## config.mk

```make
export PLATFORM = sky130hd
export DESIGN_NAME = motion_core
export DESIGN_NICKNAME = d
export VERILOG_FILES = /design/src/hw/motion_pkg.sv /design/src/hw/command_parser.sv /design/src/hw/dda_axis.sv /design/src/hw/motion_core.sv /design/src/hw/move_buffer.sv /design/src/hw/move_sequencer.sv /design/src/hw/tick_divider.sv
export SDC_FILE = /design/constraint.sdc
export NUM_CORES = 2
export LEC_CHECK = 0
export BUFFER_PORTS_ARGS = -buffer_cell sky130_fd_sc_hd__buf_2
export CORE_MARGIN = 2
export CORE_UTILIZATION = 59
export CTS_BUF_LIST = sky130_fd_sc_hd__clkbuf_8
export DETAILED_ROUTE_END_ITERATION = 10
export MAX_ROUTING_LAYER = met4
export PLACE_DENSITY_LB_ADDON = 0.2
export SYNTH_ARGS = -nofsm -noshare
export SYNTH_HDL_FRONTEND = slang
export SYNTH_SLANG_ARGS = --single-unit
```

## constraint.sdc

```tcl
create_clock -name CLK -period 6.5 [get_ports CLK]
set_input_delay 0.975 -clock CLK [delete_from_list [all_inputs] [get_ports CLK]]
set_output_delay 0.975 -clock CLK [all_outputs]
set_load 0.01 [all_outputs]
```

## src/hw/motion_pkg.sv

```systemverilog
// Shared motion constants; BUFFER_SIZE must stay a power of two that matches SLOT_BITS
`default_nettype none

package motion_pkg;

  localparam int NUM_MOTORS    = 2;
  localparam int WORD_BITS     = 64;
  localparam int DDA_BITS      = 64;
  localparam int DURATION_BITS = 32;
  localparam int BUFFER_SIZE   = 2;
  localparam int SLOT_BITS     = 1;
  localparam int MOVE_WORDS    = 1 + 2 * NUM_MOTORS;  // Duration plus two words per motor
  localparam int DIVISOR_BITS  = 8;

  localparam logic [DIVISOR_BITS-1:0] DEFAULT_DIVISOR = 8'd32;
  localparam logic [WORD_BITS-1:0]    VERSION_WORD    = 64'h0000_0000_0001_0000;

  // Status word addresses
  localparam logic [7:0] STATUS_VERSION      = 8'd0;
  localparam logic [7:0] STATUS_CHANNEL_INFO = 8'd1;

  // Config word addresses
  localparam logic [7:0] CONFIG_ENABLE  = 8'd0;
  localparam logic [7:0] CONFIG_DIVISOR = 8'd1;

  typedef enum logic [7:0] {
    OP_MOVE   = 8'h01,
    OP_STATUS = 8'hf1,
    OP_CONFIG = 8'hf2
  } opcode_e;

  typedef enum logic [1:0] {
    SEQ_IDLE,
    SEQ_LOAD,
    SEQ_RUN
  } seq_state_e;

endpackage

`default_nettype wire

```

## src/hw/command_parser.sv

```systemverilog
// Host word decoder; no back-pressure, so the host must check buffer_dtr before a move
`timescale 1ns/1ps
`default_nettype none

module command_parser (
  input  logic                                CLK,
  input  logic                                resetn,
  input  logic                                word_received,
  input  logic [motion_pkg::WORD_BITS-1:0]    word_data,
  output logic [motion_pkg::WORD_BITS-1:0]    word_reply,
  output logic [motion_pkg::NUM_MOTORS-1:0]   enable_mask,
  output logic [motion_pkg::DIVISOR_BITS-1:0] divisor,
  output logic                                buf_wr,
  output logic                                buf_commit,
  output logic [2:0]                          buf_index,
  output logic [motion_pkg::WORD_BITS-1:0]    buf_data,
  output logic [motion_pkg::NUM_MOTORS-1:0]   buf_dir
);
  import motion_pkg::*;

  logic                 word_received_q;
  logic                 word_edge;
  logic                 msg_open;     // Follow-on words expected
  opcode_e              opcode_q;
  opcode_e              header_op;
  logic [2:0]           word_count;   // Move data words taken so far
  logic [7:0]           cfg_addr;
  logic [WORD_BITS-1:0] status_read;
  logic [WORD_BITS-1:0] cfg_read;

  assign word_edge = word_received && !word_received_q;
  assign header_op = opcode_e'(word_data[WORD_BITS-1 -: 8]);

  always_comb begin
    case (word_data[7:0])
      STATUS_VERSION:      status_read = VERSION_WORD;
      // Motors, zero encoders, accumulator width
      STATUS_CHANNEL_INFO: status_read = WORD_BITS'({8'(DDA_BITS), 8'h00, 8'(NUM_MOTORS)});
      default:             status_read = '0;
    endcase
  end

  always_comb begin
    case (word_data[7:0])
      CONFIG_ENABLE:  cfg_read = WORD_BITS'(enable_mask);
      CONFIG_DIVISOR: cfg_read = WORD_BITS'(divisor);
      default:        cfg_read = '0;
    endcase
  end

  always_ff @(posedge CLK) begin
    if (!resetn) begin
      word_received_q <= 1'b0;
      word_reply      <= '0;
      msg_open        <= 1'b0;
      opcode_q        <= OP_STATUS;
      word_count      <= '0;
      cfg_addr        <= '0;
      enable_mask     <= '0;
      divisor         <= DEFAULT_DIVISOR;
      buf_wr          <= 1'b0;
      buf_commit      <= 1'b0;
      buf_dir         <= '0;
    end else begin
      word_received_q <= word_received;
      buf_wr          <= 1'b0;
      buf_commit      <= buf_wr && (buf_index == 3'(MOVE_WORDS));  // After the last data word
      if (word_edge) begin
        word_reply <= '0;  // Move data words and unknown headers reply zero
        if (!msg_open) begin
          opcode_q   <= header_op;
          word_count <= '0;
          case (header_op)
            OP_STATUS: word_reply <= status_read;
            OP_CONFIG: begin
              cfg_addr   <= word_data[7:0];
              word_reply <= cfg_read;
              msg_open   <= 1'b1;
            end
            OP_MOVE: begin
              buf_dir  <= word_data[NUM_MOTORS-1:0];
              msg_open <= 1'b1;
            end
            default: msg_open <= 1'b0;
          endcase
        end else if (opcode_q == OP_CONFIG) begin
          // Low 32 bits carry the value; undefined addresses are ignored
          if (cfg_addr == CONFIG_ENABLE) begin
            enable_mask <= word_data[NUM_MOTORS-1:0];
          end else if (cfg_addr == CONFIG_DIVISOR) begin
            divisor <= word_data[DIVISOR_BITS-1:0];
          end
          msg_open <= 1'b0;
        end else begin
          buf_wr    <= 1'b1;
          buf_index <= word_count + 3'd1;
          buf_data  <= word_data;
          if (word_count + 3'd1 == 3'(MOVE_WORDS)) begin
            msg_open   <= 1'b0;
            word_count <= '0;
          end else begin
            word_count <= word_count + 3'd1;
          end
        end
      end
    end
  end

  // Count wraps to zero when the last data word arrives
  a_word_count: assert property (@(posedge CLK) disable iff (!resetn)
    word_count < 3'(MOVE_WORDS))
    else $error("move word count ran past MOVE_WORDS");

endmodule

`default_nettype wire

```

## src/hw/dda_axis.sv

```systemverilog
// One DDA axis; at most one step per tick, taken from the carry of the accumulator sum
`timescale 1ns/1ps
`default_nettype none

module dda_axis (
  input  logic                            CLK,
  input  logic                            resetn,
  input  logic                            dda_tick,
  input  logic                            load,
  input  logic                            running,
  input  logic [motion_pkg::DDA_BITS-1:0] increment,
  input  logic [motion_pkg::DDA_BITS-1:0] accel,
  output logic                            step
);
  import motion_pkg::*;

  logic [DDA_BITS-1:0] accum;
  logic [DDA_BITS-1:0] rate;  // Current increment
  logic [DDA_BITS:0]   sum;   // Carry in the top bit

  assign sum = {1'b0, accum} + {1'b0, rate};

  always_ff @(posedge CLK) begin
    if (load) begin
      accum <= '0;
      rate  <= increment;
    end else if (dda_tick && running) begin
      accum <= sum[DDA_BITS-1:0];
      rate  <= rate + accel;  // Second-order term
    end
  end

  always_ff @(posedge CLK) begin
    if (!resetn) begin
      step <= 1'b0;
    end else begin
      step <= dda_tick && running && !load && sum[DDA_BITS];
    end
  end

endmodule

`default_nettype wire

```

## src/hw/motion_core.sv

```systemverilog
// Stepper command core top; host words arrive on a level strobe with no back-pressure
`timescale 1ns/1ps
`default_nettype none

module motion_core (
  input  logic                              CLK,
  input  logic                              resetn,
  input  logic                              word_received,
  input  logic [motion_pkg::WORD_BITS-1:0]  word_data,
  output logic [motion_pkg::WORD_BITS-1:0]  word_reply,
  output logic                              buffer_dtr,
  output logic                              move_done,
  output logic [motion_pkg::NUM_MOTORS-1:0] step,
  output logic [motion_pkg::NUM_MOTORS-1:0] dir,
  output logic [motion_pkg::NUM_MOTORS-1:0] enable
);
  import motion_pkg::*;

  logic [NUM_MOTORS-1:0]               enable_mask;
  logic [DIVISOR_BITS-1:0]             divisor;
  logic                                buf_wr;
  logic                                buf_commit;
  logic [2:0]                          buf_index;
  logic [WORD_BITS-1:0]                buf_data;
  logic [NUM_MOTORS-1:0]               buf_dir;
  logic                                slot_valid;
  logic [DURATION_BITS-1:0]            rd_duration;
  logic [NUM_MOTORS-1:0]               rd_dir;
  logic [NUM_MOTORS-1:0][DDA_BITS-1:0] rd_increment;
  logic [NUM_MOTORS-1:0][DDA_BITS-1:0] rd_accel;
  logic                                dda_tick;
  logic                                load;
  logic                                running;

  command_parser u_parser (
    .CLK           (CLK),
    .resetn        (resetn),
    .word_received (word_received),
    .word_data     (word_data),
    .word_reply    (word_reply),
    .enable_mask   (enable_mask),
    .divisor       (divisor),
    .buf_wr        (buf_wr),
    .buf_commit    (buf_commit),
    .buf_index     (buf_index),
    .buf_data      (buf_data),
    .buf_dir       (buf_dir)
  );

  move_buffer u_buffer (
    .CLK          (CLK),
    .resetn       (resetn),
    .buf_wr       (buf_wr),
    .buf_commit   (buf_commit),
    .move_done    (move_done),
    .buf_index    (buf_index),
    .buf_data     (buf_data),
    .buf_dir      (buf_dir),
    .slot_valid   (slot_valid),
    .buffer_dtr   (buffer_dtr),
    .rd_duration  (rd_duration),
    .rd_dir       (rd_dir),
    .rd_increment (rd_increment),
    .rd_accel     (rd_accel)
  );

  tick_divider u_divider (
    .CLK      (CLK),
    .resetn   (resetn),
    .divisor  (divisor),
    .dda_tick (dda_tick)
  );

  move_sequencer u_sequencer (
    .CLK         (CLK),
    .resetn      (resetn),
    .dda_tick    (dda_tick),
    .slot_valid  (slot_valid),
    .rd_duration (rd_duration),
    .load        (load),
    .running     (running),
    .move_done   (move_done)
  );

  for (genvar i = 0; i < NUM_MOTORS; i++) begin : g_axis
    dda_axis u_axis (
      .CLK       (CLK),
      .resetn    (resetn),
      .dda_tick  (dda_tick),
      .load      (load),
      .running   (running),
      .increment (rd_increment[i]),
      .accel     (rd_accel[i]),
      .step      (step[i])
    );
  end

  assign dir    = rd_dir;       // Direction of the slot being run
  assign enable = enable_mask;

endmodule

`default_nettype wire

```

## src/hw/move_buffer.sv

```systemverilog
// Two-slot move store; slot count must be a power of two and a move sent into a full buffer overwrites the slot being run
`timescale 1ns/1ps
`default_nettype none

module move_buffer (
  input  logic                                                    CLK,
  input  logic                                                    resetn,
  input  logic                                                    buf_wr,
  input  logic                                                    buf_commit,
  input  logic                                                    move_done,
  input  logic [2:0]                                              buf_index,
  input  logic [motion_pkg::WORD_BITS-1:0]                        buf_data,
  input  logic [motion_pkg::NUM_MOTORS-1:0]                       buf_dir,
  output logic                                                    slot_valid,
  output logic                                                    buffer_dtr,
  output logic [motion_pkg::DURATION_BITS-1:0]                    rd_duration,
  output logic [motion_pkg::NUM_MOTORS-1:0]                       rd_dir,
  output logic [motion_pkg::NUM_MOTORS-1:0][motion_pkg::DDA_BITS-1:0] rd_increment,
  output logic [motion_pkg::NUM_MOTORS-1:0][motion_pkg::DDA_BITS-1:0] rd_accel
);
  import motion_pkg::*;

  logic [DURATION_BITS-1:0]               duration_mem [BUFFER_SIZE];
  logic [NUM_MOTORS-1:0]                  dir_mem      [BUFFER_SIZE];
  logic [NUM_MOTORS-1:0][DDA_BITS-1:0]    inc_mem      [BUFFER_SIZE];
  logic [NUM_MOTORS-1:0][DDA_BITS-1:0]    accel_mem    [BUFFER_SIZE];
  logic [SLOT_BITS-1:0]                   wr_ptr;
  logic [SLOT_BITS-1:0]                   rd_ptr;
  logic [SLOT_BITS:0]                     count;  // Occupied slots

  // Word 1 is the duration, then increment and increment-increment per motor
  always_ff @(posedge CLK) begin
    if (buf_wr) begin
      if (buf_index == 3'd1) begin
        duration_mem[wr_ptr] <= buf_data[DURATION_BITS-1:0];
      end
      for (int i = 0; i < NUM_MOTORS; i++) begin
        if (buf_index == 3'(2 + 2 * i)) inc_mem[wr_ptr][i] <= buf_data[DDA_BITS-1:0];
        if (buf_index == 3'(3 + 2 * i)) accel_mem[wr_ptr][i] <= buf_data[DDA_BITS-1:0];
      end
    end
    if (buf_commit) dir_mem[wr_ptr] <= buf_dir;
  end

  always_ff @(posedge CLK) begin
    if (!resetn) begin
      wr_ptr <= '0;
      rd_ptr <= '0;
      count  <= '0;
    end else begin
      if (buf_commit) wr_ptr <= wr_ptr + 1'b1;
      if (move_done) rd_ptr <= rd_ptr + 1'b1;  // Retired slot is freed
      case ({buf_commit, move_done})
        2'b10:   count <= count + 1'b1;
        2'b01:   count <= count - 1'b1;
        default: count <= count;
      endcase
    end
  end

  assign slot_valid   = (count != '0);
  assign buffer_dtr   = (count < (SLOT_BITS+1)'(BUFFER_SIZE));
  assign rd_duration  = duration_mem[rd_ptr];
  assign rd_dir       = dir_mem[rd_ptr];
  assign rd_increment = inc_mem[rd_ptr];
  assign rd_accel     = accel_mem[rd_ptr];

  a_no_overfill: assert property (@(posedge CLK) disable iff (!resetn)
    buf_commit |-> count != (SLOT_BITS+1)'(BUFFER_SIZE))
    else $error("move committed while the buffer is full");

  // Sequencer must only retire a move that was buffered
  a_no_underflow: assert property (@(posedge CLK) disable iff (!resetn)
    move_done |-> count != '0)
    else $error("move_done with an empty buffer");

endmodule

`default_nettype wire

```

## src/hw/move_sequencer.sv

```systemverilog
// Runs one buffered move per duration in ticks; a zero duration is not supported
`timescale 1ns/1ps
`default_nettype none

module move_sequencer (
  input  logic                                 CLK,
  input  logic                                 resetn,
  input  logic                                 dda_tick,
  input  logic                                 slot_valid,
  input  logic [motion_pkg::DURATION_BITS-1:0] rd_duration,
  output logic                                 load,
  output logic                                 running,
  output logic                                 move_done
);
  import motion_pkg::*;

  seq_state_e               state;
  logic [DURATION_BITS-1:0] tick_count;
  logic [DURATION_BITS-1:0] next_count;

  assign next_count = tick_count + 1'b1;
  assign load       = (state == SEQ_LOAD);
  assign running    = (state == SEQ_RUN);

  always_ff @(posedge CLK) begin
    if (!resetn) begin
      state      <= SEQ_IDLE;
      tick_count <= '0;
      move_done  <= 1'b0;
    end else begin
      move_done <= 1'b0;
      case (state)
        SEQ_IDLE: begin
          // Slot count still stale while the pop happens
          if (slot_valid && !move_done) state <= SEQ_LOAD;
        end
        SEQ_LOAD: begin
          tick_count <= '0;
          state      <= SEQ_RUN;
        end
        SEQ_RUN: begin
          if (dda_tick) begin
            tick_count <= next_count;
            if (next_count == rd_duration) begin
              move_done <= 1'b1;
              state     <= SEQ_IDLE;
            end
          end
        end
        default: state <= SEQ_IDLE;
      endcase
    end
  end

  a_nonzero_duration: assert property (@(posedge CLK) disable iff (!resetn)
    load |-> rd_duration != '0)
    else $error("loaded move has zero duration");

  a_load_run_exclusive: assert property (@(posedge CLK) disable iff (!resetn)
    !(load && running))
    else $error("load and running high together");

endmodule

`default_nettype wire

```

## src/hw/tick_divider.sv

```systemverilog
// DDA tick every divisor cycles; a divisor of 0 acts as 1 and a new divisor restarts the count
`timescale 1ns/1ps
`default_nettype none

module tick_divider (
  input  logic                                 CLK,
  input  logic                                 resetn,
  input  logic [motion_pkg::DIVISOR_BITS-1:0]  divisor,
  output logic                                 dda_tick
);
  import motion_pkg::*;

  logic [DIVISOR_BITS-1:0] period;
  logic [DIVISOR_BITS-1:0] count;
  logic [DIVISOR_BITS-1:0] last_divisor;  // Detects a divisor change

  assign period = (divisor == '0) ? DIVISOR_BITS'(1) : divisor;

  always_ff @(posedge CLK) begin
    if (!resetn) begin
      count        <= '0;
      last_divisor <= '0;
      dda_tick     <= 1'b0;
    end else begin
      last_divisor <= divisor;
      if (divisor != last_divisor) begin
        count    <= period - 1'b1;  // Restart the full period
        dda_tick <= 1'b0;
      end else if (count == '0) begin
        count    <= period - 1'b1;
        dda_tick <= 1'b1;
      end else begin
        count    <= count - 1'b1;
        dda_tick <= 1'b0;
      end
    end
  end

endmodule

`default_nettype wire

```

==> flow_summary.ini <==
[place]
port_buffers = 84
gp_congestion = 0.930
dp_hpwl_um = 84600

[drt]
antenna_left = 0
routed_wl_um = 126000
met2_length_um = 60000
drt-vias-per-instance = 6.04
highest_layer = met4
dr.pass1.iters = 6
dr_wl_met3_um = 7760
wire_per_inst_um = 21.2
vias = 36000
wl_met1_um = 54600
post-route-drc-count = 0
drt_iter0_markers = 2807

[critical_path]
max_stage_delay_ps = 710
crit_chain = mux2_2, ha_1, fa_1, a21oi_1, nor2_1, o311ai_0, a211oi_1, o21ai_0, a21oi_1, a21o_1, a21o_1, o21ai_0, o21bai_1, xnor2_1, o21ai_0
crit_path_frequent_cell = o21ai_0
required_ps = 7070
cp_max_fo = 35
cp_slowest_cell = dfxtp_4
critPathCaptureType = flip-flop
crit_type = flip-flop to flip-flop
cp-start-kind = flip-flop
cp_data_arrival_time_ps = 5600

[global_routing]
grt-ovfl-total = 0
antenna_found_initial = 8
grt_max_degree = 177
grt_usage_pct = 28.8
grt_pass1_vias = 34900
grt_first_pass_wirelength_um = 194000

[clock_tree]
ctsResizeCount = 0
hold_buffers = 0
numClockSinks = 1007
numCtsBuffers = 168
htreeDepth = 4
cts_tree = built
clock_latency_ps = 870
clk_path_buf_depth = 3
cts_setup_buffers = 0
clkTransAtPathRegs_ps = 70
cts_root_buf = clkbuf_8

[power]
seqPwrFrac_pct = 54.8
clockPowerShare_pct = 43.9
swShare_pct = 21.7
leakage_nw = 21.0
internal_power_w = 0.00980
power_density_mw_per_mm2 = 223
ir_drop_uv = 341
combPwrFrac_pct = 1.2
power.switching_w = 0.00272

[floorplanning]
start_util_pct = 59.5
ios = 139
fp.coreArea_mm2 = 0.0868
die_y_um = 300
floorplan.rows = 108
dieWidth_um = 300
dieArea_mm2 = 0.0899

[layout]
final_cell_mix = edfxtp_1 (775), nand2_1 (403), a21oi_1 (402)
area_growth_pct = 8.84
final_common_cell = edfxtp_1
multi_input_area_mm2 = 0.0225
fill_cells = 6816
register_area_mm2 = 0.0279
drive_above_1_share_pct = 11.6
nets = 4993

[synthesis]
synth_area_per_cell_um2 = 11.3
syn-cell-area_mm2 = 0.0517
synth-seq-area-share_pct = 54.0
ys_types = 99
synth_flop_cell = edfxtp_1
ys_ff_latch = 1007
synth_top_area_share_pct = 45.1
synthCells = 4588
synth_top_area_cell = edfxtp_1
async_flop_share_pct = 0
synth-edff-count = 775
ys_top_cells_by_area = edfxtp_1 (45%), dfxtp_1 (9.0%), ha_1 (6.3%), a21oi_1 (3.9%), xnor2_1 (3.3%)
yosys_warnings = 0

[outcome]
outcome = complete, no violations

[run]
maxCapViolCount = 0

[timing]
worstMarginPinSlew_ps = 1190
tns_ps = 0
finalSetupViolCount = 0
finalCritPeriodShare_pct = 77.4
rsz0062_at_grt = no
period_minus_slack_ps = 5030
report.final.slew_viol_count = 0
fmax_mhz = 199
fin_skew_ps = 42.9
slew_headroom_pct = 20.3
holdWs_ps = 299
hold_viol_final = 0

[hold_path]
hold_class = primary input to flip-flop
-- cell type report --
class	count	area share, %
clock inverters	129	1.46
well taps	1155	2.57
diodes	5	0.0223
clock buffers	179	4.38
repair buffers	116	1.31
flip-flops and latches	1007	49.7
inverters	81	0.550
multi-input cells	3287	40.0
-- layer usage --
| layer | track usage [%] | vias to the layer above |
|---|---|---|
| met5 | - | - |
| met4 | 10.6 | 0 |
| met3 | 4.59 | 239 |
| met2 | 45.8 | 1162 |
| met1 | 37.4 | 17400 |
| li1 | - | 17200 |
-- cells by family after synthesis --
logic type / after synthesis / synth area share [%]
flops: 1007 / 54.0
compound gates: 1212 / 14.9
mux: 296 / 6.07
fa+ha+maj: 265 / 6.48
other cells: 1 / 0.00726
buf+inv: 347 / 2.97
xor+xnor: 308 / 5.22
simple gates: 1152 / 10.3
-- cell usage after synthesis, drive strengths merged, types with 9 or more instances --
master,n
edfxtp,775
buf,88
nand3,120
and2,22
nor3,59
a21oi,406
o31ai,22
nor2,290
nor2b,40
dfxtp,232
a22oi,14
a221oi,18
o211ai,22
inv,80
o21bai,53
mux2,137
xnor2,196
a31oi,41
a31o,9
o21a,25
a22o,9
xor2,112
a21boi,12
a21o,165
mux2i,159
a211oi,44
and3,43
or3,15
a41oi,11
clkbuf,178
o21ai,298
nand2b,32
nor4,18
or4,11
ha,261
nand2,404
nand4,59
-- power by group through the flow --
stage | logic [W] | clock network [W] | registers (W)
6_report | 0.000153 | 0.00550 | 0.00687
5_1_grt | 0.000172 | 0.00588 | 0.00687
2_1_floorplan | 0.000128 | 0 | 0.00700
3_5_place_dp | 0.000151 | 0 | 0.00701
4_1_cts | 0.000152 | 0.00560 | 0.00687
3_3_place_gp | 0.000149 | 0 | 0.00700
-- worst paths after layout --
path | from | endpoint | slack, ps | cells after the start
worst max register to register | flip-flop | g_axis[0].u_axis.rate[54]$_DFFE_PP_ | 1470 | 15
worst max-delay path | flip-flop | g_axis[0].u_axis.rate[54]$_DFFE_PP_ | 1470 | 15
worst min register to register | u_parser.buf_wr$_SDFF_PN0_ | u_parser.buf_commit$_SDFF_PN0_ | 440 | 2
worst min-delay path | word_data[34] | u_parser.buf_data[34]$_DFFE_PP_ | 300 | 1
-- worst max-delay path: cells and delay by family, from the launching register on --
| kind | cells | cell delay, ps |
|---|---|---|
| flops | 1 | 710 |
| mux | 1 | 410 |
| simple gates | 1 | 130 |
| xor+xnor | 1 | 150 |
| compound gates | 10 | 2690 |
| fa+ha+maj | 2 | 650 |
-- sequential cells by signal, summed over array words and instances (netlist names), 3 cells and up, named ones only --
signal / cells
u_parser.word_reply: 10
g_axis.u_axis.rate: 128
u_buffer.accel_mem: 256
u_buffer.dir_mem: 4
u_parser.cfg_addr: 8
u_parser.divisor: 8
u_divider.last_divisor: 8
g_axis.u_axis.accum: 128
u_parser.buf_data: 64
u_buffer.duration_mem: 64
u_sequencer.tick_count: 32
u_divider.count: 8
u_buffer.inc_mem: 256
u_parser.word_count: 3
u_parser.opcode_q: 8
u_parser.buf_index: 3
-- per-stage QoR --
step	std cells	total power, W	cell area [um^2]	util (%)	worst slack (ps)
4_1_cts	5954	0.0126	56200	64.8	1490
3_3_place_gp	5646	0.00715	52900	61.0	1570
3_5_place_dp	5646	0.00716	52900	61.0	1520
6_report	5959	0.0125	56200	64.8	1470
2_1_floorplan	4641	0.00713	51900	-	6.20
5_1_grt	5957	0.0129	56200	64.8	1200
No activity file was read; power rests on OpenSTA's default activity.
